File: src/design/cachePkg.sv
`default_nettype none

package cachePkg;

	// ~~~~~~~~~~~~~~~~~~~~~~~~~~~~~~~~~~~~~~~~
	// cache geometry.
	// ~~~~~~~~~~~~~~~~~~~~~~~~~~~~~~~~~~~~~~~~
	localparam int ADDRESS_WIDTH = 8;
	localparam int DATA_WIDTH    = 32;
	localparam int SET_COUNT     = 4;
	localparam int WAY_COUNT     = 2;
	localparam int INDEX_WIDTH   = $clog2(SET_COUNT);
	localparam int TAG_WIDTH     = ADDRESS_WIDTH - INDEX_WIDTH;
	localparam int WAY_WIDTH     = $clog2(WAY_COUNT);

	// one word per line, so the address is just tag and index.
	typedef logic [ADDRESS_WIDTH-1:0] addressT;
	typedef logic [TAG_WIDTH-1:0]     tagT;     // upper address bits.
	typedef logic [INDEX_WIDTH-1:0]   indexT;   // lower address bits.
	typedef logic [DATA_WIDTH-1:0]    dataT;
	typedef logic [WAY_WIDTH-1:0]     wayT;

	// line states without any coherence traffic.
	typedef enum logic [1:0] {
		INVALID,
		CLEAN,
		MODIFIED
	} lineStateT;

endpackage : cachePkg

`default_nettype wire

File: src/design/busPkg.sv
`default_nettype none

package busPkg;

	import cachePkg::*;

	localparam int QUEUE_DEPTH    = 4;  // also the number of credits.
	localparam int MEMORY_LATENCY = 3;
	localparam int MEMORY_WORDS   = 2 ** ADDRESS_WIDTH;
	localparam int POINTER_WIDTH  = $clog2(QUEUE_DEPTH);

	typedef logic [POINTER_WIDTH-1:0] queuePointerT;
	typedef logic [POINTER_WIDTH:0]   queueCountT;

	// ~~~~~~~~~~~~~~~~~~~~~~~~~~~~~~~~~~~~~~~~
	typedef struct packed {
		logic    write;
		addressT address;
		dataT    data;
	} cpuRequestT;

	typedef struct packed {
		logic    hit;
		logic    write;
		addressT address;
		dataT    data;
	} cpuResponseT;

	typedef struct packed {
		logic    write;
		addressT address;
		dataT    data;
	} memRequestT;

endpackage : busPkg

`default_nettype wire

File: src/design/requestQueue.sv
`timescale 1ns/100ps
`default_nettype none

module requestQueue import busPkg::*; (
	input  logic       clock,
	input  logic       arstN,
	input  logic       cpuRequestValid,
	input  cpuRequestT cpuRequest,
	input  logic       queuePop,
	output logic       queueValid,
	output cpuRequestT queueHead,
	output logic       creditReturn
);

	cpuRequestT   entries [QUEUE_DEPTH];
	queuePointerT writePointer;
	queuePointerT readPointer;
	queueCountT   occupancy;

	// the producer only sends while it holds a credit, so a push never finds the buffer full.
	always_ff @(posedge clock or negedge arstN) begin
		if (!arstN) begin
			writePointer <= '0;
			readPointer  <= '0;
			occupancy    <= '0;
			creditReturn <= 1'b0;
		end else begin
			if (cpuRequestValid)
				writePointer <= writePointer + 1'b1;
			if (queuePop)
				readPointer <= readPointer + 1'b1;
			case ({cpuRequestValid, queuePop})
				2'b10:   occupancy <= occupancy + 1'b1;
				2'b01:   occupancy <= occupancy - 1'b1;
				default: occupancy <= occupancy;
			endcase
			creditReturn <= queuePop; // one credit back per entry that left.
		end
	end

	always_ff @(posedge clock) begin
		if (cpuRequestValid)
			entries[writePointer] <= cpuRequest;
	end

	assign queueValid = occupancy != '0;
	assign queueHead  = entries[readPointer];

endmodule : requestQueue

`default_nettype wire

File: config.mk
export PLATFORM = sky130hd
export DESIGN_NAME = requestQueue
export DESIGN_NICKNAME = d
export VERILOG_FILES = /design/src/design/cachePkg.sv /design/src/design/busPkg.sv /design/src/design/requestQueue.sv
export SDC_FILE = /design/constraint.sdc
export NUM_CORES = 1
export LEC_CHECK = 0
export BUFFER_PORTS_ARGS = -buffer_cell sky130_fd_sc_hd__clkbuf_2
export CAP_MARGIN = 20
export CELL_PAD_IN_SITES_DETAIL_PLACEMENT = 1
export CELL_PAD_IN_SITES_GLOBAL_PLACEMENT = 2
export CORE_ASPECT_RATIO = 2
export CORE_MARGIN = 2
export CORE_UTILIZATION = 45
export DETAILED_ROUTE_END_ITERATION = 12
export PLACE_DENSITY = 0.82
export SYNTH_ARGS = -nofsm -noshare
export SYNTH_HDL_FRONTEND = slang
export SYNTH_SLANG_ARGS = --single-unit
File: constraint.sdc
create_clock -name clock -period 2.3 [get_ports clock]
set_input_delay 0.46 -clock clock [delete_from_list [all_inputs] [get_ports clock]]
set_output_delay 0.46 -clock clock [all_outputs]
set_load 0.02 [all_outputs]
* Word level (Yosys, flattened, before mapping)
Memories as Yosys holds them, arrays and structs flattened.
Index checks and enable logic that the tools add are counted.
** Storage, ports and cells
- Flip-flop bits (word level) :: 8
- Bits in writable memories :: 164
- Input bits :: 45
- Output and inout bits :: 43
- Logic and storage cells :: 16
- Memories :: 1
** Cells by class
- Add/subtract/negate cells :: 4
- Equality and inequality tests :: 2
- Muxes and demuxes :: 3
- Reduce and logical (&&, ||, !) cells :: 2
** Memories
- entries :: depth 4, bits a word 41, rd ports 1, clocked after Yosys merged registers in 0, wr ports 1, line requestQueue.sv:15 : cpuRequestT entries [QUEUE_DEPTH];
** Operators by type and width (number)
- case mux 3 bit (2 select lines) :: 1
- adder 2 x 1 -> 2 bit, second input constant :: 2
- adder 3 x 1 -> 3 bit, second input constant :: 1
- nonzero test 3 bit :: 1
- subtractor 3 x 1 -> 3 bit, second input constant :: 1
- equality test 2 x 1 -> 1 bit, second input constant :: 1
- equality test 2 bit, second input constant :: 1
- two-way mux 1 bit :: 2
- nonzero test 2 bit :: 1

* Longest topological paths before layout
- Word-level depth :: 2
- Mapped depth :: 6
- Depth with buffers taken out :: 6

* Worst setup path before layout
Ideal clock, no wire load.
- Path type :: flip-flop to flip-flop
- Start :: reg writePointer[0]
- End :: mem entries[2][0] (netlist name) (enable)
- Data arrival time :: 1.606 ns
- Data required time :: 1.898 ns
- Slack :: 0.292 ns
- Cell stages (with the launch flop) :: 4
- Cell sequence :: dfrtp_1 -> inv_1 -> ha_1 -> and2_1
** RTL lines
- start, declared :: line requestQueue.sv:16 : queuePointerT writePointer;
- start signal, assigned :: line requestQueue.sv:29 : writePointer <= writePointer + 1'b1;
- end, declared :: line requestQueue.sv:15
Straight into the memory's write port.

==> key figures <==
Status
  • Status: finished, violations left
  • Failing checks: negative setup slack

Yosys
  • Synth Cell Area: 6380 um2
  • Main synth FF type: edfxtp_1
  • Syn nets: 299
  • Syn avg cell area: 25.73 um2
  • Post-synth EDFFs: 164
  • Synth cell count leaders: 164 x edfxtp_1, 38 x mux4_2, 8 x dfrtp_1
  • Synth area leaders: edfxtp_1 77%, mux4_2 13%, dfrtp_1 3.1%, buf_12 1.3%, mux4_1 1.2%
  • Area leader, netlist: edfxtp_1
  • Synth warn: 0
  • Async S/R FF share, synth: approximately 4.7%
  • Sequential share of the synthesized area: roughly four fifths
  • Cell count after synthesis: between 200 and 250
  • Top-area cell type share of the netlist area: 77.19%
  • Seq cells post-synth: 172
  • Unique masters post-synth: 19
  • Most common cell in the synthesized netlist: edfxtp_1

GRT
  • Initial antenna violation count: 1
  • Total grt overflow: 0
  • Vias in the first global route: 3366
  • First-pass GRT wire length: 18.77 mm
  • Largest net degree at the start of global routing: 30
  • Global-route usage over all layers: between 10% and 20%

Worst setup path
  • Buf/Inv on CP: 3
  • Critical path's slowest cell: mux4_2
  • Most frequent CP cell: buf_6
  • CP Data Required Time: 1840 ps
  • Worst EP arrival: approximately 1900 ps
  • Setup CP Type: reg2out
  • Top fanout value on the critical path: 5
  • Crit path cell chain: buf_6 > clkbuf_16 > mux4_2 > buf_6
  • Delay-heaviest family, CP: multiplexers
  • CP max stage delay: 530 ps
  • CP Capture Type: primary output
  • Worst path depth: 4
  • Startpoint Class: flop
  • Register-to-Register Path Depth: 4

Timing
  • Relative slew slack: 67.05%
  • Tcrit/Tclk final: 100.3%
  • Max-slew violation count: 0
  • Post-Route Setup TNS: -10.87 ps
  • Worst-Margin Slew: between 400 and 500 ps
  • Clock skew: 7.387 ps
  • RSZ-0062 raised after global routing: yes
  • Setup ws final: -6.182 ps
  • Tmin final: 2306 ps
  • Final Hold Viols: 0
  • Achievable frequency: about 430 MHz
  • # setup viols final: 2

Placement
  • Detailed Place HPWL: 7.950 mm
  • Final GP Congestion: 0.6938
  • Area after DPL: ~7100 um2
  • Port bufs: 87

Job
  • Max Cap Viol: 0

CTS
  • Num CTS Buffers: 17
  • # H-tree levels: 4
  • TritonCTS clock tree: done
  • Clock transition at path regs: 60 ps
  • CTS sink count: 172
  • Clock root buffer: clkbuf_16
  • CTS Buffer Depth: 2
  • Worst-Skew Late Latency: roughly 400 ps

Detailed routing
  • 1st-iter DRT viols: 176
  • WL/cell: approximately 22 um
  • DRT antenna net count: 0
  • Via count: 2952
  • Final wirelength: 12.63 mm
  • Drt pass-1 iters: 4
  • Mean number of vias per cell: 5.197
  • # DRC: 0

Floorplanning
  • Core ar.: 13890 um2
  • Die Area: between 15000 and 20000 um2
  • Die width: 88.20 um
  • Rows: 61
  • Top-level I/O count: ~90
  • Starting Density: 45.93%
  • Die height: 172.4 um

Pwr
  • Pleak: 2.836 nW
  • Peak VDD IR: 709.5 uV
  • Cell Pwr Density: 1394 nW/um2

Min path
  • Hold Crit Class: in2reg
  • Hold depth: 1

Final layout
  • Filler cells: 1192
  • Layout cell share with drive strength beyond 1: 49.34%
  • Final instance area: 8053 um2
  • Area grow syn2layout: 26.22%
  • Final net count: 418
  • Inserted Diodes: 0
==> worst reg2reg max path, cell delays in order (launching register included) <==
cell and delay [ps]:
dfrtp_1 420, inv_1 110, ha_1 160, and2_2 460
buf_4 310
==> through the flow <==
stage          hold slack [ps]  setup WS [ps]  cells  power, mW  utilization, %
3_3_place_gp             323.4          372.4    526      7.493           51.00
5_1_grt                  225.1         -57.10    568      11.71           57.97
4_1_cts                  210.6         -55.82    569      10.91           56.85
3_5_place_dp             325.3          343.6    526      7.622           51.00
2_1_floorplan            164.4          291.9    248      6.601               -
6_report                 225.2         -6.182    568      11.23           57.97
==> worst paths after layout <==
| check | start | to | slack, ps |
|---|---|---|---|
| setup / recovery | readPointer[0]$_DFFE_PN0P_ | queueHead[10] | -6 |
| hold / removal | queuePop | creditReturn$_DFF_PN0_ | 230 |
| setup reg to reg | writePointer[0]$_DFFE_PN0P_ | entries[0][2]$_DFFE_PP_ | 530 |
| hold reg to reg | occupancy[2]$_DFFE_PN0P_ | occupancy[2]$_DFFE_PN0P_ | 480 |
| max in group asynchronous | arstN | readPointer[0]$_DFFE_PN0P_ | 1680 |
| min in group asynchronous | arstN | occupancy[1]$_DFFE_PN0P_ | 420 |
==> sequential cells by signal (all words and copies together) (netlist names) <==
register      count
creditReturn      1
entries         164
readPointer       2
occupancy         3
writePointer      2
==> what timing repair did <==
| action | in CTS | in global routing |
|---|---|---|
| gates cloned | 3 | 2 |
| hold buffers | 1 | 0 |
| buffers inserted | 8 | 0 |
| setup endpoints to repair | 39 | 40 |
| gates resized for setup | 13 | 92 |
| endpoints found under the hold margin | 8 | 0 |
==> placed cells by master, fill, tap and decap left out, drive strengths merged <==
cell type and n:
nand2 2, clkinvlp 4, dfrtp 8, clkbuf 74, buf 53, and2 4, nor2 1, xor2 3
o21ai 1, ha 5, edfxtp 164, mux2 1, mux4 41, fa 1, inv 9, dlygate4sd3 1
clkinv 1, bufinv 2, xnor2 3, or3 1
==> kinds of logic after synthesis <==
family / count (synthesis) / synth area share, %
simple gates: 8 / 0.6668
compound gates: 1 / 0.07837
flops: 172 / 80.33
xor+xnor: 6 / 0.8238
fa+ha+maj: 6 / 1.294
buf+inv: 13 / 1.981
mux: 42 / 14.83
==> routing by layer <==
layer / wire (um) / global-route usage, % / share of wire, %
met5: 14 / 0 / 0.11
met1: 4565 / 18.62 / 36
met2: 7269 / 31.68 / 58
met4: 327 / 8.169 / 2.6
met3: 449 / 4.869 / 3.6
==> layout make-up <==
class	instances	area, um2	share of cell area [%]
inverter	3	11.26	0.1398
multi-input combinational	63	1122	13.94
clock buffer	18	429.2	5.329
clock inverter	13	153.9	1.911
sequential	172	5127	63.67
tap	189	236.5	2.937
timing repair buffer	110	972.2	12.07
==> report_power, final <==
group | switching, mW | total, mW | leakage [nW] | internal, mW
clock network | 1.19 | 2.81 | 0.272 | 1.62
registers | 0.192 | 4.30 | 1.60 | 4.10
logic | 2.04 | 4.12 | 0.966 | 2.08
total | 3.42 | 11.2 | 2.84 | 7.80
No activity file was read; power rests on OpenSTA's default activity.
