==> src/design/cachePkg.sv <==
`default_nettype none

package cachePkg;

	// ~~~~~~~~~~~~~~~~~~~~~~~~~~~~~~~~~~~~~~~~
	// cache geometry.
	// ~~~~~~~~~~~~~~~~~~~~~~~~~~~~~~~~~~~~~~~~
	localparam int ADDRESS_WIDTH = 8;
	localparam int DATA_WIDTH    = 32;
	localparam int SET_COUNT     = 4;
	localparam int WAY_COUNT     = 2;
	localparam int INDEX_WIDTH   = $clog2(SET_COUNT);
	localparam int TAG_WIDTH     = ADDRESS_WIDTH - INDEX_WIDTH;
	localparam int WAY_WIDTH     = $clog2(WAY_COUNT);

	// one word per line, so the address is just tag and index.
	typedef logic [ADDRESS_WIDTH-1:0] addressT;
	typedef logic [TAG_WIDTH-1:0]     tagT;     // upper address bits.
	typedef logic [INDEX_WIDTH-1:0]   indexT;   // lower address bits.
	typedef logic [DATA_WIDTH-1:0]    dataT;
	typedef logic [WAY_WIDTH-1:0]     wayT;

	// line states without any coherence traffic.
	typedef enum logic [1:0] {
		INVALID,
		CLEAN,
		MODIFIED
	} lineStateT;

endpackage : cachePkg

`default_nettype wire

==> src/design/busPkg.sv <==
`default_nettype none

package busPkg;

	import cachePkg::*;

	localparam int QUEUE_DEPTH    = 4;  // also the number of credits.
	localparam int MEMORY_LATENCY = 3;
	localparam int MEMORY_WORDS   = 2 ** ADDRESS_WIDTH;
	localparam int POINTER_WIDTH  = $clog2(QUEUE_DEPTH);

	typedef logic [POINTER_WIDTH-1:0] queuePointerT;
	typedef logic [POINTER_WIDTH:0]   queueCountT;

	// ~~~~~~~~~~~~~~~~~~~~~~~~~~~~~~~~~~~~~~~~
	typedef struct packed {
		logic    write;
		addressT address;
		dataT    data;
	} cpuRequestT;

	typedef struct packed {
		logic    hit;
		logic    write;
		addressT address;
		dataT    data;
	} cpuResponseT;

	typedef struct packed {
		logic    write;
		addressT address;
		dataT    data;
	} memRequestT;

endpackage : busPkg

`default_nettype wire

==> src/design/cacheController.sv <==
`timescale 1ns/100ps
`default_nettype none

module cacheController import cachePkg::*, busPkg::*; (
	input  logic        clock,
	input  logic        arstN,
	input  logic        queueValid,
	input  cpuRequestT  queueHead,
	output logic        queuePop,
	output indexT       lookupIndex,
	output tagT         lookupTag,
	input  logic        hit,
	input  wayT         hitWay,
	input  wayT         victimWay,
	input  lineStateT   victimState,
	input  tagT         victimTag,
	input  dataT        readData,
	output logic        lineWrite,
	output wayT         writeWay,
	output lineStateT   writeState,
	output dataT        writeData,
	output logic        touch,
	output wayT         touchWay,
	output logic        memRequestValid,
	output memRequestT  memRequest,
	input  logic        memResponseValid,
	input  dataT        memResponseData,
	output logic        cpuResponseValid,
	output cpuResponseT cpuResponse
);

	typedef enum logic [2:0] {
		IDLE,
		LOOKUP,
		WRITEBACK,
		REFILL,
		RESPOND
	} controllerStateT;

	controllerStateT state;
	cpuRequestT      request;
	wayT             fillWay;

	assign queuePop         = state == IDLE && queueValid;
	assign lookupIndex      = request.address[INDEX_WIDTH-1:0];
	assign lookupTag        = request.address[ADDRESS_WIDTH-1:INDEX_WIDTH];
	assign cpuResponseValid = state == RESPOND;

	// ~~~~~~~~~~~~~~~~~~~~~~~~~~~~~~~~~~~~~~~~
	// line writes and LRU updates.
	// ~~~~~~~~~~~~~~~~~~~~~~~~~~~~~~~~~~~~~~~~
	always_comb begin
		lineWrite  = 1'b0;
		writeWay   = fillWay;
		writeState = MODIFIED;
		writeData  = request.data;
		touch      = 1'b0;
		touchWay   = fillWay;
		case (state)
			LOOKUP: if (hit) begin
				lineWrite = request.write; // a read hit only moves the LRU bit.
				writeWay  = hitWay;
				touch     = 1'b1;
				touchWay  = hitWay;
			end
			REFILL: if (memResponseValid) begin
				lineWrite = 1'b1;
				touch     = 1'b1;
				if (!request.write) begin
					writeState = CLEAN;
					writeData  = memResponseData;
				end
			end
			default: ;
		endcase
	end

	always_ff @(posedge clock or negedge arstN) begin
		if (!arstN) begin
			state           <= IDLE;
			memRequestValid <= 1'b0;
		end else begin
			memRequestValid <= 1'b0;
			case (state)
				IDLE: if (queueValid) state <= LOOKUP;
				LOOKUP: begin
					if (hit) begin
						state <= RESPOND;
					end else begin
						memRequestValid <= 1'b1;
						state <= victimState == MODIFIED ? WRITEBACK : REFILL;
					end
				end
				WRITEBACK: if (memResponseValid) begin
					memRequestValid <= 1'b1; // the refill read follows the write-back.
					state <= REFILL;
				end
				REFILL:  if (memResponseValid) state <= RESPOND;
				RESPOND: state <= IDLE;
				default: state <= IDLE;
			endcase
		end
	end

	always_ff @(posedge clock) begin
		if (queuePop)
			request <= queueHead;
		case (state)
			LOOKUP: begin
				fillWay     <= victimWay;
				cpuResponse <= '{hit: hit, write: request.write, address: request.address,
					data: request.write ? request.data : readData};
				if (victimState == MODIFIED)
					memRequest <= '{write: 1'b1, address: {victimTag, lookupIndex}, data: readData};
				else
					memRequest <= '{write: 1'b0, address: request.address, data: request.data};
			end
			WRITEBACK: if (memResponseValid)
				memRequest <= '{write: 1'b0, address: request.address, data: request.data};
			REFILL: if (memResponseValid)
				cpuResponse.data <= request.write ? request.data : memResponseData;
			default: ;
		endcase
	end

endmodule : cacheController

`default_nettype wire

==> config.mk <==
export PLATFORM = sky130hd
export DESIGN_NAME = cacheController
export DESIGN_NICKNAME = d
export VERILOG_FILES = /design/src/design/cachePkg.sv /design/src/design/busPkg.sv /design/src/design/cacheController.sv
export SDC_FILE = /design/constraint.sdc
export NUM_CORES = 1
export LEC_CHECK = 0
export ABC_CLOCK_PERIOD_IN_PS = 11300
export BUFFER_PORTS_ARGS = -buffer_cell sky130_fd_sc_hd__buf_4
export CORE_MARGIN = 2
export CORE_UTILIZATION = 40
export CTS_CLUSTER_DIAMETER = 100
export DETAILED_ROUTE_END_ITERATION = 7
export PLACE_DENSITY = 0.7
export SKIP_LAST_GASP = 1
export SLEW_MARGIN = 5
export SYNTH_ARGS = -nofsm -noshare
export SYNTH_HDL_FRONTEND = slang
export SYNTH_SLANG_ARGS = --single-unit
export TNS_END_PERCENT = 20
==> constraint.sdc <==
create_clock -name clock -period 11.3 [get_ports clock]
set_clock_uncertainty 0.1 [all_clocks]
set_input_delay 2.26 -clock clock [delete_from_list [all_inputs] [get_ports clock]]
set_output_delay 2.26 -clock clock [all_outputs]
set_load 0.01 [all_outputs]
Word-level counts from Yosys, hierarchy flattened
Index checks and enable logic that the tools add are counted.
Widths: inputs -> output; s select.
{ "classes": {"add_sub_neg": 0, "mul": 0, "n_div": 0, "n_lt_le_gt_ge": 0, "eq_ne": 8, "shift": 0, "muxes": 27, "bitwise": 0, "n_reduce_logical": 7} }
{ "op_table": {"columns": ["operator", "count"], "rows": [
  ["$mux 32", 5],
  ["$mux 41", 2],
  ["$pmux 41 s2", 1],
  ["$pmux 32 s2", 1],
  ["$mux 3", 4],
  ["$pmux 3 s4", 1],
  ["$mux 1", 7],
  ["$eq 3x2->1 const B", 2],
  ["$mux 2", 3],
  ["$ne 2x2->1 const B", 3],
  ["$pmux 1 s2", 3],
  ["$reduce_and 2->1", 2],
  ["$reduce_bool 2->1", 2],
  ["$eq 3x1->1 const B", 1],
  ["$eq 3x3->1 const B", 1],
  ["$logic_not 3->1", 1],
  ["$reduce_and 3->1", 1],
  ["$eq 2x2->1 const B", 1],
  ["$logic_and 1x1->1", 1]
]} }
{ "word_totals": {"ff_bits": 129, "latchBits": 0, "mem_bits_rw": 0, "rom_bits": 0, "input_bits": 120, "output_inout_bits": 132, "elab_cells": 55, "mem_count": 0} }

Depth between registers and ports, before layout
{ "logic_depth": {"depth_word": 4, "ltp_mapped": 6, "mapped_depth_nobuf": 3} }

Worst setup path before layout
Ideal clock, no wire load.
{ "synth_timing": {"path_type": "input to output", "startpoint": "in queueValid", "endpoint": "out queuePop", "arrival_ns": 6.757, "t_required_ns": 8.940, "setup_slack_ns": 2.183, "path_stages": 1, "n_path_buf": 0, "cell_sequence": "nor4b_1"} }
{ "synth_via": {"elab_chain_cells": 1} }
{ "synth_lines": {"columns": ["element", "line", "rtl"], "rows": [
  ["start: declaration", "cacheController.sv:7", "input logic queueValid,"],
  ["$logic_and 1x1->1", "cacheController.sv:44", "assign queuePop = state == IDLE && queueValid;"],
  ["end: declaration", "cacheController.sv:9", "output logic queuePop,"]
]} }
Every way passes these cells.

Worst setup path after layout
{ "layout_timing": {"startpoint": "in memResponseValid", "endpoint": "out writeData[21]"} }
{ "layout_via": {"elab_chain_cells": 2} }
{ "layout_lines": {"columns": ["element", "line", "rtl"], "rows": [
  ["start: declaration", "cacheController.sv:26", "input logic memResponseValid,"],
  ["$mux 32", "cacheController.sv:66", "REFILL: if (memResponseValid) begin"],
  ["$mux 32", "cacheController.sv:59", "case (state)"],
  ["end: declaration", "cacheController.sv:21", "output dataT writeData,"]
]} }
Every way passes these cells.

==> reports/summary.md <==
• **minimum clock period after layout** 6.49 ns
• **antenna violations before repair** 0
• **number of inserted diodes** 0
• **post-layout instance count excluding filler cells** 829
• **cell occurring most often along the worst timing path** sky130_fd_sc_hd__buf_4
• **Worst Setup EP** writeData[21]
• **# Post-CTS Setup Buffers** 0
• **Inserted Clock Buffers** 17
• **count of final setup violators** 0
• **count of mapped cells out of synthesis** 395
• **sinks on the clock net** 129
• **achievable frequency** 154 MHz
• **final standard cell utilization of the core** 59.4%
• **RD Place Congestion** 0.786
• **hold-fix buffers at CTS** 0
• **ratio of total power to cell area** 247 nW/um2
• **unrepaired setup endpoints after global routing** false
• **CP Data Arrival Time** 4.13 ns
• **global-route wire length before repair** 22400 um
• **type of element capturing the critical path** output port
• **slew at the pin closest to its max-slew limit** 1.18 ns
• **Reg2Reg Setup Slack** 8.83 ns
• **flop and latch count out of synthesis** 129
• **Routed WL per cell** 18.6 um
• **DR vias/cell** 5.06
• **worst reg2reg startpoint** state[1]
• **share of post-route cells with drive strength above 1** 52.4%
• **commonest cells after routing, fill and taps aside** sky130_fd_sc_hd__buf_4, sky130_fd_sc_hd__edfxtp_1, sky130_fd_sc_hd__a21oi_1, sky130_fd_sc_hd__mux2_2
• **DIE WIDTH** 123 um
• **clock transition at the registers of the reported paths** 0.05 ns
• **total negative setup slack** 0 ns
• **Max FO, Critical Path** 21
• **Detail Route Antenna Nets** 0
• **Residual DRC** 0
• **total detailed-routing wirelength** 15400 um
• **post-placement cell count** 800
• **full die area** 15200 um2
• **min-delay worst type** flip-flop to flip-flop
• **Post-CTS Resized** 0
• **required time of the critical path** 8.94 ns
• **Max IR drop VDD** 0.145 mV
• **height of the die** 123 um
• **CP cell instances** buf_4 -> nand2_1 -> nor3_4 -> buf_4 -> mux2_2 -> buf_4
• **number of global-route vias before repair** 4220
• **Worst path slowest cell** sky130_fd_sc_hd__nor3_4
• **status** completed
• **DP Wirelength** 10700 um
• **number of input and output port buffers inserted** 251
• **Post-Synthesis Cell Area** 5710 um2
• **I/O pin count** 252
• **R2R depth** 4
• **max-cap violation count** 0
• **htree depth** 4
• **Buf/Inv on CP** 3
• **total of warnings raised by yosys** 0
• **leading cell type in the layout, fill and taps excluded** sky130_fd_sc_hd__buf_4
• **TritonCTS clock tree** yes
• **starting utilization of the core area** 41.1%
• **master cell of the clock root buffer** sky130_fd_sc_hd__clkbuf_16
• **critical path startpoint category** input port
• **via count** 4192
• **sequential fraction of the synthesis area** 67.5%
• **start point of the critical path** memResponseValid
• **Bufs on Longest Clock Path** 2
• **Slew Limit Fails** 0
• **Core Rows** 43
• **number of nets in the synthesized netlist** 515
• **starting DRC count in detailed routing** 254
• **drt first pass iters** 4
• **cell family with the largest share of critical-path delay** simple AND/OR/NAND/NOR gates
• **Final Hold Viols** 0
• **critical path class** input port to output port
• **number of nets in the layout** 759
• **overflow left after global routing** 0
• **Critical Path Stages** 6
• **average instance area after synthesis** 14.4 um2
• **endpoint of the worst register-to-register path** memRequest[37]
• **Core Area** 13900 um2
• **max incr delay on CP** 0.67 ns
• **part of the cycle the worst path needs** 57.4%
• **Leak Pwr** 0.00338 uW
• **worst relative slew slack** 21.2%
• **total global-route track usage** 20.0%
• **Layout Area Growth over Synthesis** 44.4%
• **Distinct cells, synth** 28
• **Clock Latency Late Sink** 0.41 ns
• **maximum number of pins on one net before global-route repair** 67
## worst min-delay path by stage
stage | startpoint | end | depth (start not counted)
after global placement | lookupTag[2] | cpuResponse[36] | 0
after CTS | lookupTag[2] | cpuResponse[36] | 0
after detailed placement | lookupTag[2] | cpuResponse[36] | 0
final | lookupTag[2] | cpuResponse[36] | 0
after floorplan | lookupTag[0] | cpuResponse[34] | 0
after global routing | lookupTag[2] | cpuResponse[36] | 0
## stage by stage
stage	setup WS [ns]	power [uW]	hold WS [ns]	instance area, um2
floorplan	2.18	1190	0.345	5710
global placement	4.87	1540	0.353	7710
detailed placement	4.78	1560	0.365	7710
CTS	4.79	2060	0.378	8240
global route	4.69	2140	0.394	8240
finish	4.81	2040	0.376	8240
## cell usage after synthesis, drive strengths merged
cell | count | area [um2]
a21oi | 72 | 360
a221oi | 1 | 8.76
and3b | 1 | 8.76
buf | 25 | 171
clkbuf | 9 | 33.8
dfrtp | 4 | 100
edfxtp | 125 | 3750
inv | 4 | 15.0
mux2 | 71 | 800
nand2 | 33 | 124
nand2b | 4 | 32.5
nand3 | 1 | 5.00
nand3b | 2 | 15.0
nor2 | 2 | 7.51
nor2b | 33 | 206
nor3 | 1 | 16.3
nor3b | 1 | 7.51
nor4b | 1 | 8.76
o21ai | 2 | 10.0
or2 | 1 | 6.26
or3 | 1 | 6.26
xnor2 | 1 | 8.76
## registers in the layout, indices dropped and copies added (netlist names)
| name | count |
|---|---|
| memRequest | 41 |
| lookupTag | 6 |
| cpuResponse | 42 |
| lookupIndex | 2 |
| state | 3 |
| request | 33 |
| memRequestValid | 1 |
| fillWay | 1 |
## where the power goes
group          internal (uW)  switching [uW]  leakage, uW  total [uW]
clock network            315             184     0.000256         500
registers                762            75.7      0.00122         838
logic                    321             380      0.00190         701
total                   1400             640      0.00338        2040
## final cells by class
type / instances / area (um2)
clock buffers: 19 / 433
clock inverters: 10 / 96.3
fillers: 1114 / 5640
inverters: 4 / 15.0
multi-input cells: 228 / 1670
flip-flops and latches: 129 / 3850
well taps: 180 / 225
repair buffers: 259 / 1940
## cell families (layout without fill, tap and decap cells)
| logic type | count (synthesis) | count (layout) | share of synthesized area, % |
|---|---|---|---|
| simple gates | 81 | 81 | 7.79 |
| xor+xnor | 1 | 1 | 0.154 |
| compound gates | 75 | 75 | 6.64 |
| flops | 129 | 129 | 67.5 |
| mux | 71 | 71 | 14.0 |
| buf+inv | 38 | 292 | 3.86 |
## metal layers
layer | part of all wire (%) | wire [um] | vias up | global-route usage (%)
li1 | - | - | 1936 | -
met1 | 37 | 5710 | 2037 | 22.8
met2 | 52 | 8040 | 197 | 34.3
met3 | 9.0 | 1390 | 22 | 7.24
met4 | 1.9 | 299 | 0 | 7.24
met5 | 0 | 0 | - | 0
(Power assumes the default switching activity.)
