[src/design/cachePkg.sv]
`default_nettype none

package cachePkg;

	// ~~~~~~~~~~~~~~~~~~~~~~~~~~~~~~~~~~~~~~~~
	// cache geometry.
	// ~~~~~~~~~~~~~~~~~~~~~~~~~~~~~~~~~~~~~~~~
	localparam int ADDRESS_WIDTH = 8;
	localparam int DATA_WIDTH    = 32;
	localparam int SET_COUNT     = 4;
	localparam int WAY_COUNT     = 2;
	localparam int INDEX_WIDTH   = $clog2(SET_COUNT);
	localparam int TAG_WIDTH     = ADDRESS_WIDTH - INDEX_WIDTH;
	localparam int WAY_WIDTH     = $clog2(WAY_COUNT);

	// one word per line, so the address is just tag and index.
	typedef logic [ADDRESS_WIDTH-1:0] addressT;
	typedef logic [TAG_WIDTH-1:0]     tagT;     // upper address bits.
	typedef logic [INDEX_WIDTH-1:0]   indexT;   // lower address bits.
	typedef logic [DATA_WIDTH-1:0]    dataT;
	typedef logic [WAY_WIDTH-1:0]     wayT;

	// line states without any coherence traffic.
	typedef enum logic [1:0] {
		INVALID,
		CLEAN,
		MODIFIED
	} lineStateT;

endpackage : cachePkg

`default_nettype wire

[src/design/setAssociativeCacheUnit.sv]
`timescale 1ns/100ps
`default_nettype none

module setAssociativeCacheUnit import cachePkg::*; (
	input  logic      clock,
	input  logic      arstN,
	input  indexT     lookupIndex,
	input  tagT       lookupTag,
	output logic      hit,
	output wayT       hitWay,
	output wayT       victimWay,
	output lineStateT victimState,
	output tagT       victimTag,
	output dataT      readData,
	input  logic      lineWrite,
	input  wayT       writeWay,
	input  lineStateT writeState,
	input  dataT      writeData,
	input  logic      touch,
	input  wayT       touchWay
);

	tagT       tags   [SET_COUNT][WAY_COUNT];
	lineStateT states [SET_COUNT][WAY_COUNT];
	dataT      lines  [SET_COUNT][WAY_COUNT];
	wayT       lru    [SET_COUNT]; // points at the least recently used way.

	// ~~~~~~~~~~~~~~~~~~~~~~~~~~~~~~~~~~~~~~~~
	// tag compare and victim choice.
	// ~~~~~~~~~~~~~~~~~~~~~~~~~~~~~~~~~~~~~~~~
	always_comb begin
		hit       = 1'b0;
		hitWay    = '0;
		victimWay = lru[lookupIndex];
		// walking down leaves the lowest invalid way as victim.
		for (int w = WAY_COUNT - 1; w >= 0; w--) begin
			if (states[lookupIndex][w] == INVALID)
				victimWay = wayT'(w);
		end
		for (int w = 0; w < WAY_COUNT; w++) begin
			if (states[lookupIndex][w] != INVALID && tags[lookupIndex][w] == lookupTag) begin
				hit    = 1'b1;
				hitWay = wayT'(w);
			end
		end
		victimState = states[lookupIndex][victimWay];
		victimTag   = tags[lookupIndex][victimWay];
		readData    = lines[lookupIndex][hit ? hitWay : victimWay];
	end

	always_ff @(posedge clock or negedge arstN) begin
		if (!arstN) begin
			for (int s = 0; s < SET_COUNT; s++) begin
				lru[s] <= '0;
				for (int w = 0; w < WAY_COUNT; w++)
					states[s][w] <= INVALID;
			end
		end else begin
			if (lineWrite)
				states[lookupIndex][writeWay] <= writeState;
			if (touch)
				lru[lookupIndex] <= ~touchWay; // with two ways the other one becomes LRU.
		end
	end

	always_ff @(posedge clock) begin
		if (lineWrite) begin
			tags[lookupIndex][writeWay]  <= lookupTag;
			lines[lookupIndex][writeWay] <= writeData;
		end
	end

endmodule : setAssociativeCacheUnit

`default_nettype wire

[config.mk]
export PLATFORM = sky130hd
export DESIGN_NAME = setAssociativeCacheUnit
export DESIGN_NICKNAME = d
export VERILOG_FILES = /design/src/design/cachePkg.sv /design/src/design/setAssociativeCacheUnit.sv
export SDC_FILE = /design/constraint.sdc
export NUM_CORES = 1
export LEC_CHECK = 0
export BUFFER_PORTS_ARGS = -buffer_cell sky130_fd_sc_hd__clkbuf_2
export CORE_MARGIN = 3
export CORE_UTILIZATION = 58
export DETAILED_ROUTE_END_ITERATION = 16
export HOLD_SLACK_MARGIN = 0.1
export PLACE_DENSITY = 0.82
export SLEW_MARGIN = 20
export SYNTH_ARGS = -nofsm -noshare
export SYNTH_HDL_FRONTEND = slang
export SYNTH_SLANG_ARGS = --single-unit
[constraint.sdc]
create_clock -name clock -period 8.95 [get_ports clock]
set_input_delay 1.79 -clock clock [delete_from_list [all_inputs] [get_ports clock]]
set_output_delay 1.79 -clock clock [all_outputs]
set_load 0.01 [all_outputs]
-- Word level (Yosys, flattened, before mapping)
Memory sizes are Yosys's and may differ from the RTL's.
Cells that the tools add are included.
- register bits: 20
- bits in latches: 0
- RAM bits: 304
- memory bits (read-only): 0
- output and inout port bits: 43
- word-level logic and storage cells: 71
- memories kept: 2
- add/sub/neg operators: 0
- multipliers: 0
- div/mod/pow operators: 0
- $lt $le $gt $ge: 6
- equal/unequal tests: 2
- shift operators: 0
- mux-type cells: 36
- bitwise operators: 5
- reductions and logical operators: 8
- memories (name ; depth ; width ; rd ports ; clocked after Yosys merged registers in ; wr ports ; RTL line ; text):
    lines ; 4 ; 64 ; 1 ; 0 ; 1 ; setAssociativeCacheUnit.sv:25 ; dataT lines [SET_COUNT][WAY_COUNT];
    tags ; 4 ; 12 ; 1 ; 0 ; 1 ; setAssociativeCacheUnit.sv:23 ; tagT tags [SET_COUNT][WAY_COUNT];
- operator list (operator ; count):
    2-to-1 mux 32 bit ; 4
    2-to-1 mux 64 bit ; 1
    demux 32 bit (select 1 bit) ; 1
    2-to-1 mux 6 bit ; 4
    bitwise mux 16 bit ; 1
    equality test 6 bit ; 2
    2-to-1 mux 12 bit ; 1
    2-to-1 mux 4 bit ; 3
    2-to-1 mux 1 bit ; 10
    binary-select mux 4 bit (select 2 bit) ; 1
    demux 4 bit (select 2 bit) ; 1
    2-to-1 mux 2 bit ; 4
    demux 6 bit (select 1 bit) ; 1
    greater-or-equal comparator 2 bit, second input constant ; 3
    NOT 1 -> 2 bit ; 3
    bitwise mux 4 bit ; 1
    logical AND 1 bit ; 4
    zero test 2 bit ; 2
    nonzero test 2 bit ; 2
    greater-or-equal comparator 3 bit, second input constant ; 1
    < comparator 3 x 1 -> 1 bit, second input constant ; 1
    NOT 2 -> 3 bit ; 1
    binary-select mux 1 bit (select 2 bit) ; 1
    demux 1 bit (select 2 bit) ; 1
    other kinds (3) ; 3

-- Depth between registers and ports, before layout
Gate-level depths: netlist of run 1.
- depth after elaboration: 13
- mapped depth: 10
- depth with buffers taken out: 6

-- Worst setup path after synthesis of run 1
OpenSTA, ideal clock, no wires.
- path type: input to register
- start: input port lookupIndex[0]
- end: register states[6] (netlist bit)
- library setup time: 126 ps
- data arrival time: 5914 ps
- slack: 2910 ps
- cell stages on the path: 7
- cells stage by stage: buf_6 -> buf_6 -> buf_6 -> buf_2 -> clkbuf_1 -> nor3_1 -> mux2_2
- longest elaborated chain between the ends: 6
- elaborated cells on any way between the ends: 7
- ends and longest elaborated chain (element ; RTL line ; text):
    start: declaration ; setAssociativeCacheUnit.sv:7 ; input indexT lookupIndex,
    NOT 2 -> 3 bit (implied by the code) * ; setAssociativeCacheUnit.sv:60 ; states[lookupIndex][writeWay] <= writeState;
    greater-or-equal comparator 3 bit (implied by the code) / < comparator 3 x 1 -> 1 bit (equally long branches) ; setAssociativeCacheUnit.sv:60 ;
    logical AND 1 bit (implied by the code) ; setAssociativeCacheUnit.sv:60 ;
    2-to-1 mux 4 bit (implied by the code) ; setAssociativeCacheUnit.sv:60 ;
    demux 4 bit (select 2 bit) * ; setAssociativeCacheUnit.sv:60 ;
    bitwise mux 16 bit * ; setAssociativeCacheUnit.sv:60 ;
    end signal: indexed assignment ; setAssociativeCacheUnit.sv:60 ;
    end: declaration ; setAssociativeCacheUnit.sv:24 ; lineStateT states [SET_COUNT][WAY_COUNT];
Every way passes the cells marked *; elsewhere a longest branch is shown, timed or not.
A chain may end at the register's enable or synchronous reset.

-- Final worst setup path of run 1
- start: input port lookupIndex[1]
- end: output port readData[18]
- longest elaborated chain between the ends: 13
- elaborated cells on any way between the ends: 27
- ends and longest elaborated chain (element ; RTL line ; text):
    NOT 2 -> 3 bit (implied by the code) ; setAssociativeCacheUnit.sv:34, setAssociativeCacheUnit.sv:37, setAssociativeCacheUnit.sv:41 ;
    binary-select mux 4 bit (select 2 bit) ; setAssociativeCacheUnit.sv:37, setAssociativeCacheUnit.sv:41 ;
    2-to-1 mux 4 bit (implied by the code) (2 in a row) ; setAssociativeCacheUnit.sv:37, setAssociativeCacheUnit.sv:41 ;
    nonzero test 2 bit ; setAssociativeCacheUnit.sv:41 ; if (states[lookupIndex][w] != INVALID && tags[lookupIndex][w] == lookupTag) begin
    logical AND 1 bit ; setAssociativeCacheUnit.sv:41 ;
    2-to-1 mux 1 bit (2 in a row) ; setAssociativeCacheUnit.sv:41 ;
    2-to-1 mux 1 bit ; setAssociativeCacheUnit.sv:48 ; readData = lines[lookupIndex][hit ? hitWay : victimWay];
    NOT 1 -> 2 bit ; setAssociativeCacheUnit.sv:48 ;
    2-to-1 mux 32 bit * (3 in a row) ; setAssociativeCacheUnit.sv:48 ;
    end: declaration ; setAssociativeCacheUnit.sv:14 ; output dataT readData,
Every way passes the cells marked *; elsewhere a longest branch is shown, timed or not. The select of a mux whose other input is x is not followed.

==> flow_summary.ini, run 1 <==
[worst_setup_path]
cp_common_cell = buf_4
crit_chain = buf_4 -> buf_4 -> mux4_2 -> xor2_1 -> nor4_2 -> o32ai_4 -> buf_4 -> mux2_2 -> clkbuf_2
worst_setup_path_end_kind = primary output
cp_max_fo = 62
start_kind = input port
slowest_delay_ns = 0.72
worstPathRequired_ns = 7.16
crit_type = in -> out
arrival_ns = 4.99
cpMaxStageDelayCell = buf_4

[grt]
grt_antenna_before_repair = 2
busiest_layer = met2
grt_first_pass_wirelength_mm = 38.61
use_met1 = 0.2905
grt_use_total = 0.2142
grt_pass1_vias = 6456
grt_util_met3 = 0.04137
grt_max_degree = 73
use_met2 = 0.3575
grt_overflow_total = 0

[drt]
wl_per_cell_um = 25.45
drt-initial-drc-count = 520
totalWireLength_mm = 24.99
vias = 5999
drc = 0
drt_pass1_iterations = 5
via_per_inst = 6.109
ant_nets = 0

[floorplanning]
dieHeight_um = 154.0
rows = 53
core-area_um2 = 21290
dieWidth_um = 154.0
start_util = 0.5966
die_area_um2 = 23710
io_pins = 91

[power]
p_sw_frac = 0.2219
p_per_area_nw_per_um2 = 231.9
seqPwrFrac = 0.522
ir_worst_vdd_uv = 245.2
p_int_w = 0.002604
clkPwrFrac = 0.362
p_sw_w = 0.0007425
comb_power_share = 0.116
leakagePower_nw = 4.893

[timing]
slew_viol_final = 0
timing.slew.headroom = 0.3021
worst_pin_slew_ns = 1.041
clock_skew_ns = 0
timing.final.crit_share = 0.7578
rsz0062_at_grt = false
period_minus_slack_ns = 6.782
clock.fmax_mhz = 147.4
tns_ns = 0
hold_violations = 0
fin_ws_ns = 2.168
setup_viol = 0

[finish]
drive_gt1_frac = 0.4003
final_cell_mix = edfxtp_1 (304), clkbuf_2 (88), mux4_2 (79)
fin_util = 0.6780
nFillCells = 1264
mostFrequentLayoutCell = edfxtp_1
layout.nets = 732
n_antenna_cell = 0
syn_to_final_growth_pct = 13.64

[synth]
seq_area_frac_synth = 0.7582
synth_cell_type_count = 29
yosysWarnings = 0
synth-seq-cells = 324
syn_area_um2 = 12700
syn_inst = 575
synth_fp_nets = 623
syn_area_per_cell_um2 = 22.09

[clock_network]
h-tree-depth = 1
cts.sinks = 324
root_buffer = clkbuf_16
post_cts_buffers = 0
cts_tree = built
hold_buffers = 0
clk_latency_ns = 0.55
cts_made_buffers = 31
cts_buffer_depth = 3
cts_resized = 0
path_clk_slew_ns = 0.06

[placed_design]
io_buffers = 90
place_ws_ns = 2.127
dpl.hpwl_mm = 14.04
gp_congestion = 0.7769

[min_path]
min_path_type = reg -> reg

[run_status]
status = finished, final reports clean

[flow_run]
maxCapViolCount = 0
-- flip-flops by register name, indices dropped and copies added, names as in the netlist --
name and count:
states 16, tags 48, lines 256, lru 4
-- cell type report --
| type | instances | area, um2 | share of cell area |
|---|---|---|---|
| repair buffers | 101 | 541.8 | 0.03754 |
| well taps | 275 | 344.1 | 0.02384 |
| clock inverters | 9 | 73.82 | 0.005115 |
| inverters | 5 | 20.02 | 0.001387 |
| clock buffers | 47 | 875.8 | 0.06069 |
| multi-input cells | 221 | 2947 | 0.2042 |
| flip-flops and latches | 324 | 9629 | 0.6672 |
-- layer usage --
layer	share of wire	routed length, um
met1	0.39	9780
met2	0.52	12960
met3	0.059	1486
met4	0.029	732
met5	0.0011	28
-- cell families after synthesis --
| kind of cell | share of synthesized area |
|---|---|
| AND/OR/NAND/NOR | 0.02296 |
| multiplexers | 0.1911 |
| buffers and inverters | 0.01310 |
| flip-flops | 0.7582 |
| XOR/XNOR | 0.009655 |
| AO/OA/AOI/OAI | 0.004927 |
-- power groups by stage --
stage / sequential (W) / combinational [W] / clock, W
after global placement: 0.00177 / 0.000380 / 0
after floorplan: 0.00177 / 0.000257 / 0
after detailed placement: 0.00178 / 0.000390 / 0
final: 0.00175 / 0.000387 / 0.00121
after CTS: 0.00175 / 0.000394 / 0.00123
after global routing: 0.00175 / 0.000418 / 0.00129
-- cell usage after synthesis (all sizes together) --
| cell type | n | area (um2) |
|---|---|---|
| xnor2 | 9 | 78.83 |
| inv | 5 | 18.77 |
| nor4 | 1 | 12.51 |
| a31oi | 1 | 6.260 |
| nor3b | 1 | 7.510 |
| a21oi | 2 | 10.01 |
| edfxtp | 304 | 9129 |
| dfrtp | 20 | 500.5 |
| nor2b | 1 | 6.260 |
| mux4 | 81 | 1832 |
| mux2 | 46 | 525.5 |
| nand2b | 3 | 18.77 |
| buf | 15 | 110.1 |
| nor3 | 4 | 20.02 |
| o32ai | 1 | 16.27 |
| nand2 | 33 | 123.9 |
| nand3b | 2 | 15.01 |
| xor2 | 5 | 43.79 |
| nand3 | 2 | 10.01 |
| or2 | 5 | 31.28 |
| nand4 | 2 | 12.51 |
| nor2 | 9 | 33.78 |
| o21ai | 6 | 30.03 |
| mux2i | 7 | 70.07 |
| clkbuf | 10 | 37.54 |
-- worst paths after layout --
kind / slack (ns) / cells after the start / end / startpoint
hold reg to reg: 0.48 / 2 / states[0] / states[0]
hold / removal: 0.48 / 2 / states[0] / states[0]
setup reg to reg: 8.17 / 1 / states[7] / states[7]
max in group asynchronous: 7.41 / 1 / states[15] / arstN
setup / recovery: 2.17 / 9 / readData[18] / lookupIndex[1]
min in group asynchronous: 1.19 / 1 / lru[0] / arstN
-- critical path: cells and delay by family --
kind                   cells  cell delay [ns]
AND/OR/NAND/NOR            1             0.11
XOR/XNOR                   1             0.24
buffers and inverters      4             1.69
AO/OA/AOI/OAI              1             0.24
multiplexers               2             0.85
-- per-stage QoR --
step	area, um2	hold WS, ns	power [W]	instances
2_1_floorplan	12700	0.4391	0.002026	575
3_3_place_gp	13470	0.4547	0.002149	926
3_5_place_dp	13480	0.4612	0.002167	926
4_1_cts	14430	0.4764	0.003372	982
5_1_grt	14430	0.4971	0.003463	982
6_report	14430	0.4842	0.003347	982
No activity file was read; power rests on OpenSTA's default activity.
==> inputs of run 2 (changes only) <==
--- a/config.mk
+++ b/config.mk
@@ -5,6 +5,7 @@
 export SDC_FILE = /design/constraint.sdc
 export NUM_CORES = 1
 export LEC_CHECK = 0
+export ABC_AREA = 1
 export BUFFER_PORTS_ARGS = -buffer_cell sky130_fd_sc_hd__clkbuf_2
 export CORE_MARGIN = 3
 export CORE_UTILIZATION = 58
==> constraint.sdc (replaced) <==
create_clock -name clock -period 6.64 [get_ports clock]
set_input_delay 1.328 -clock clock [delete_from_list [all_inputs] [get_ports clock]]
set_output_delay 1.328 -clock clock [all_outputs]
set_load 0.01 [all_outputs]
==> flow_summary.ini, run 2 <==
[synth]
yosysWarnings = 0
yosys.area.top_type = edfxtp_1
synth_fa_ha_area_frac = 0
yosysMostFrequentCell = edfxtp_1
synth_xor_area_frac = 0
synth-simple-area-share = 0.1143
syn_area_per_cell_um2 = 13.52
synth-seq-cells = 324
synth_fp_nets = 983
synth_top_family_by_area = simple AND/OR/NAND/NOR gates
ys_top_cells_by_count = edfxtp_1 (304), nand2_1 (274), a22oi_1 (129), nand3_1 (48)
synth_cell_type_count = 23
netlist_top_cells_area = edfxtp_1 (72%), nand2_1 (8.1%), a22oi_1 (7.7%)
synthArstFlopShare = 0.06173
synth_edf_count = 304
syn_area_um2 = 12640
synth_compound_area_frac = 0.09620
syn_inst = 935
yosys.area.top_type_share = 0.7221
synth_flop_cell = edfxtp_1
seq_area_frac_synth = 0.7617
synthMuxAreaShare = 0

[grt]
grt_use_total = 0.2350
grt_overflow_total = 0
grt_first_pass_wirelength_mm = 43.74
grt_antenna_before_repair = 0
grt_max_degree = 76
grt_pass1_vias = 8035

[power]
p_per_area_nw_per_um2 = 316.5
ir_worst_vdd_uv = 260.2
leakagePower_nw = 5.474

[timing]
tns_ns = 0
fin_ws_ns = 0.7429
hold_violations = 0
setup_viol = 0
rsz0062_at_grt = false
clock.fmax_mhz = 169.6
slew_viol_final = 0
clock_skew_ns = 0
period_minus_slack_ns = 5.897
timing.final.crit_share = 0.8881
worst_pin_slew_ns = 1.074
timing.slew.headroom = 0.2823
fin_hold_ws_ns = 0.4901

[worst_setup_path]
start_kind = input port
crit_chain = clkbuf_2 -> nand2_2 -> inv_2 -> nand2_1 -> nand2_1 -> nor2_1 -> nand2_1 -> nand2_2 -> inv_2 -> nand2_2 -> nand2_2 -> nand2_1 -> nand2_1 -> clkbuf_2
cp_common_cell = nand2_1
critPathTopFamily = simple AND/OR/NAND/NOR gates
slowest_delay_ns = 0.72
cpMaxStageDelayCell = nand2_2
worstPathRequired_ns = 5.31
arrival_ns = 4.57
cp_max_fo = 32
cp_num_buf_inv = 4
worst_setup_path_end_kind = primary output
crit_type = in -> out

[placed_design]
place_ws_ns = 0.7402
postPlaceCellArea_um2 = 13410
dpl.hpwl_mm = 15.83
gp_congestion = 0.8808
io_buffers = 90

[finish]
nFillCells = 1448
layout.nets = 1078
multi_input_area_um2 = 2726
syn_to_final_growth_pct = 13.86
regArea_um2 = 9629
biggestRegsByFlops = lines: 256 flops, tags: 48 flops, states: 16 flops
largest_register_ffs = 256
fin_util = 0.6783
final_cell_mix = edfxtp_1 (304), nand2_1 (274), a22oi_1 (129)
design_area_um2 = 14390
drive_gt1_frac = 0.1654
n_antenna_cell = 0
mostFrequentLayoutCell = edfxtp_1
regMostFlops = lines

[floorplanning]
io_pins = 91
die_area_um2 = 23600
start_util = 0.5958
core-area_um2 = 21220
dieWidth_um = 153.6
rows = 53
dieHeight_um = 153.6

[clock_network]
clk_latency_ns = 0.55
cts_resized = 0
hold_buffers = 0
path_clk_slew_ns = 0.06
root_buffer = clkbuf_16
post_cts_buffers = 0
cts_made_buffers = 31
h-tree-depth = 1
cts_tree = built
cts_buffer_depth = 3
cts.sinks = 324

[drt]
ant_nets = 0
drt_pass1_iterations = 6
totalWireLength_mm = 27.93
drt-initial-drc-count = 921
via_per_inst = 5.986
wl_per_cell_um = 21.05
drc = 0
vias = 7943

[min_path]
min_path_type = reg -> reg

[flow_run]
maxCapViolCount = 0

[run_status]
status = finished, final reports clean
run 2: cell count changes after synthesis, sizes merged, moves of 25 or more:
cell   previous run  this run
nor2              9        34
mux2             46         0
mux4             81         0
a22oi             0       130
nand3             2        48
nand2            33       279
inv               5        35
run 2: where the power goes:
part,total (W),internal [W],switching (W)
clock network,0.00171,0.00101,0.000700
registers,0.00235,0.00232,0.0000291
logic,0.000497,0.000153,0.000343
run 2: kinds of logic after synthesis:
family	count (synthesis)
AOI/OAI and AO/OA	171
buffers and inverters	79
DFF	324
and+or+nand+nor	361
run 2: worst paths after layout:
kind | startpoint | to | slack (ns) | cells after the start
max | lookupIndex[0] | readData[2] | 0.74 | 14
min | lru[2] | lru[2] | 0.49 | 2
max reg2reg | states[0] | states[0] | 5.95 | 2
min reg2reg | lru[2] | lru[2] | 0.49 | 2
max in group asynchronous | arstN | states[7] | 5.57 | 1
min in group asynchronous | arstN | states[0] | 0.73 | 1
run 2: tightest hold or removal path: stages (launching register included):
cell and delay (ns):
dfrtp_1 0.34, nand2_1 0.05, o21ai_0 0.06
run 2: area by class of cell:
type / instances / share of cell area
clock buffers: 40 / 0.05624
clock inverters: 15 / 0.01182
inverters: 35 / 0.009127
well taps: 275 / 0.02390
flip-flops and latches: 324 / 0.6690
repair buffers: 106 / 0.04051
multi-input cells: 532 / 0.1894
run 2: per-stage QoR:
step           instances  power, W
2_1_floorplan        935  0.002683
3_3_place_gp        1272  0.002871
3_5_place_dp        1272  0.002887
4_1_cts             1327  0.004566
5_1_grt             1327  0.004708
6_report            1327  0.004555
run 2: per-layer routing:
layer	track usage	vias up	share of wire
met5	0	-	0
met4	0.07443	0	0.022
met3	0.03968	52	0.084
met2	0.3957	395	0.50
met1	0.3184	3879	0.39
li1	-	3617	-
==> inputs of run 3 (changes only) <==
--- a/config.mk
+++ b/config.mk
@@ -7,11 +7,13 @@
 export LEC_CHECK = 0
 export ABC_AREA = 1
 export BUFFER_PORTS_ARGS = -buffer_cell sky130_fd_sc_hd__clkbuf_2
+export CELL_PAD_IN_SITES_DETAIL_PLACEMENT = 0
+export CELL_PAD_IN_SITES_GLOBAL_PLACEMENT = 2
 export CORE_MARGIN = 3
-export CORE_UTILIZATION = 58
+export CORE_UTILIZATION = 42
 export DETAILED_ROUTE_END_ITERATION = 16
 export HOLD_SLACK_MARGIN = 0.1
-export PLACE_DENSITY = 0.82
+export PLACE_DENSITY = 0.83
 export SLEW_MARGIN = 20
 export SYNTH_ARGS = -nofsm -noshare
 export SYNTH_HDL_FRONTEND = slang
==> flow_summary.ini, run 3 (synthesis gave the netlist of run 2 again) <==
[power]
comb_power_share = 0.107
ir_worst_vdd_uv = 191.0
finalPower_w = 0.004813
seqPwrFrac = 0.488
clkPwrFrac = 0.405
p_sw_w = 0.001144
p_int_w = 0.003670
p_sw_frac = 0.2376
p_per_area_nw_per_um2 = 325.9
leakagePower_nw = 5.587

[worst_setup_path]
cp_max_fo = 32
worstPathRequired_ns = 5.31
arrival_ns = 4.15
crit_type = in -> out
reg2reg_slack_ns = 5.95
cp-startpoint = lookupIndex[0]
timing.rr.start = lru[3]
worst_setup_path_end_kind = primary output
start_kind = input port

[clock_network]
cts_made_buffers = 36
cts_buffer_depth = 3
h-tree-depth = 2
post_cts_buffers = 0
cts.sinks = 324
cts_tree = built
hold_buffers = 0
clk_latency_ns = 0.52
root_buffer = clkbuf_16
cts_resized = 0
path_clk_slew_ns = 0.06

[finish]
biggestRegsByFlops = lines: 256 flops, tags: 48 flops, states: 16 flops
regMostFlops = lines
largest_register_ffs = 256
multi_input_area_um2 = 2726
design_area_um2 = 14770
syn_to_final_growth_pct = 16.83
mostFrequentLayoutCell = edfxtp_1
layout.nets = 1088
final_cell_mix = edfxtp_1 (304), nand2_1 (274), a22oi_1 (129)
nFillCells = 2570
drive_gt1_frac = 0.1713
n_antenna_cell = 0
fin_util = 0.5064
regArea_um2 = 9629

[timing]
fin_ws_ns = 1.159
setup_viol = 0
hold_violations = 0
timing.slew.headroom = 0.3103
slew_viol_final = 0
worst_pin_slew_ns = 1.032
clock_skew_ns = 0
rsz0062_at_grt = false
period_minus_slack_ns = 5.481
timing.final.crit_share = 0.8255
tns_ns = 0
clock.fmax_mhz = 182.4

[placed_design]
postPlaceCellArea_um2 = 13580
gp_congestion = 0.7849
dpl.hpwl_mm = 17.32
io_buffers = 90
place_ws_ns = 1.147

[floorplanning]
core-area_um2 = 29170
dieHeight_um = 179.5
dieWidth_um = 179.5
die_area_um2 = 32220
io_pins = 91
rows = 62
start_util = 0.4334

[drt]
ant_nets = 0
totalWireLength_mm = 30.48
wl_per_cell_um = 20.99
drt_pass1_iterations = 5
via_per_inst = 5.340
drt-initial-drc-count = 634
vias = 7753
drc = 0

[flow_run]
maxCapViolCount = 0

[grt]
grt_max_degree = 65
grt_antenna_before_repair = 1
grt_use_total = 0.1859
grt_first_pass_wirelength_mm = 46.92
grt_pass1_vias = 7963
grt_overflow_total = 0

[run_status]
status = finished, final reports clean

[min_path]
min_path_type = reg -> reg
hold_path.startpoint = lru[1]
run 3: stage by stage:
stage	instances	hold WS, ns
5_1_grt	1452	0.5072
4_1_cts	1451	0.4889
3_3_place_gp	1385	0.4682
2_1_floorplan	935	0.4530
6_report	1452	0.4906
3_5_place_dp	1385	0.4750
run 3: layout make-up:
class / count / area share
Clock buffer: 51 / 0.06904
Clock inverter: 15 / 0.01017
Inverter: 35 / 0.008895
Multi-Input combinational cell: 532 / 0.1846
Sequential cell: 324 / 0.6519
Tap cell: 384 / 0.03253
Timing Repair Buffer: 111 / 0.04286
run 3: per-layer routing:
| metal | part of all wire | wire [um] | GRT usage | up-vias |
|---|---|---|---|---|
| met5 | 0.00043 | 13 | 0 | - |
| met4 | 0.025 | 764 | 0.05353 | 2 |
| met3 | 0.049 | 1496 | 0.02930 | 46 |
| met2 | 0.50 | 15280 | 0.3179 | 200 |
| met1 | 0.42 | 12930 | 0.2480 | 3852 |
| li1 | - | - | - | 3653 |
run 3: worst max-delay path, stage by stage:
cell	delay, ns
clkbuf_2	0.38
inv_2	0.24
nor2_4	0.45
nand2_1	0.09
o21ai_1	0.09
nor2_1	0.07
nand2_1	0.08
nand2_1	0.07
nand2_2	0.27
inv_2	0.07
nand2_2	0.09
buf_4	0.44
nand3_1	0.21
nand2_1	0.12
clkbuf_2	0.13
run 3: power groups by stage:
stage	logic (W)	registers (W)	clock network, W
floorplan	0.000298	0.00239	0
global placement	0.000517	0.00239	0
detailed placement	0.000520	0.00239	0
CTS	0.000523	0.00235	0.00198
global route	0.000571	0.00236	0.00206
finish	0.000514	0.00235	0.00195
run 3: final timing paths:
kind | to | depth (start not counted)
worst max-delay path | readData[12] | 15
max in group asynchronous | states[3] | 1
worst min-delay path | lru[1] | 2
min in group asynchronous | lru[0] | 1
worst max register to register | lru[3] | 2
worst min register to register | lru[1] | 2
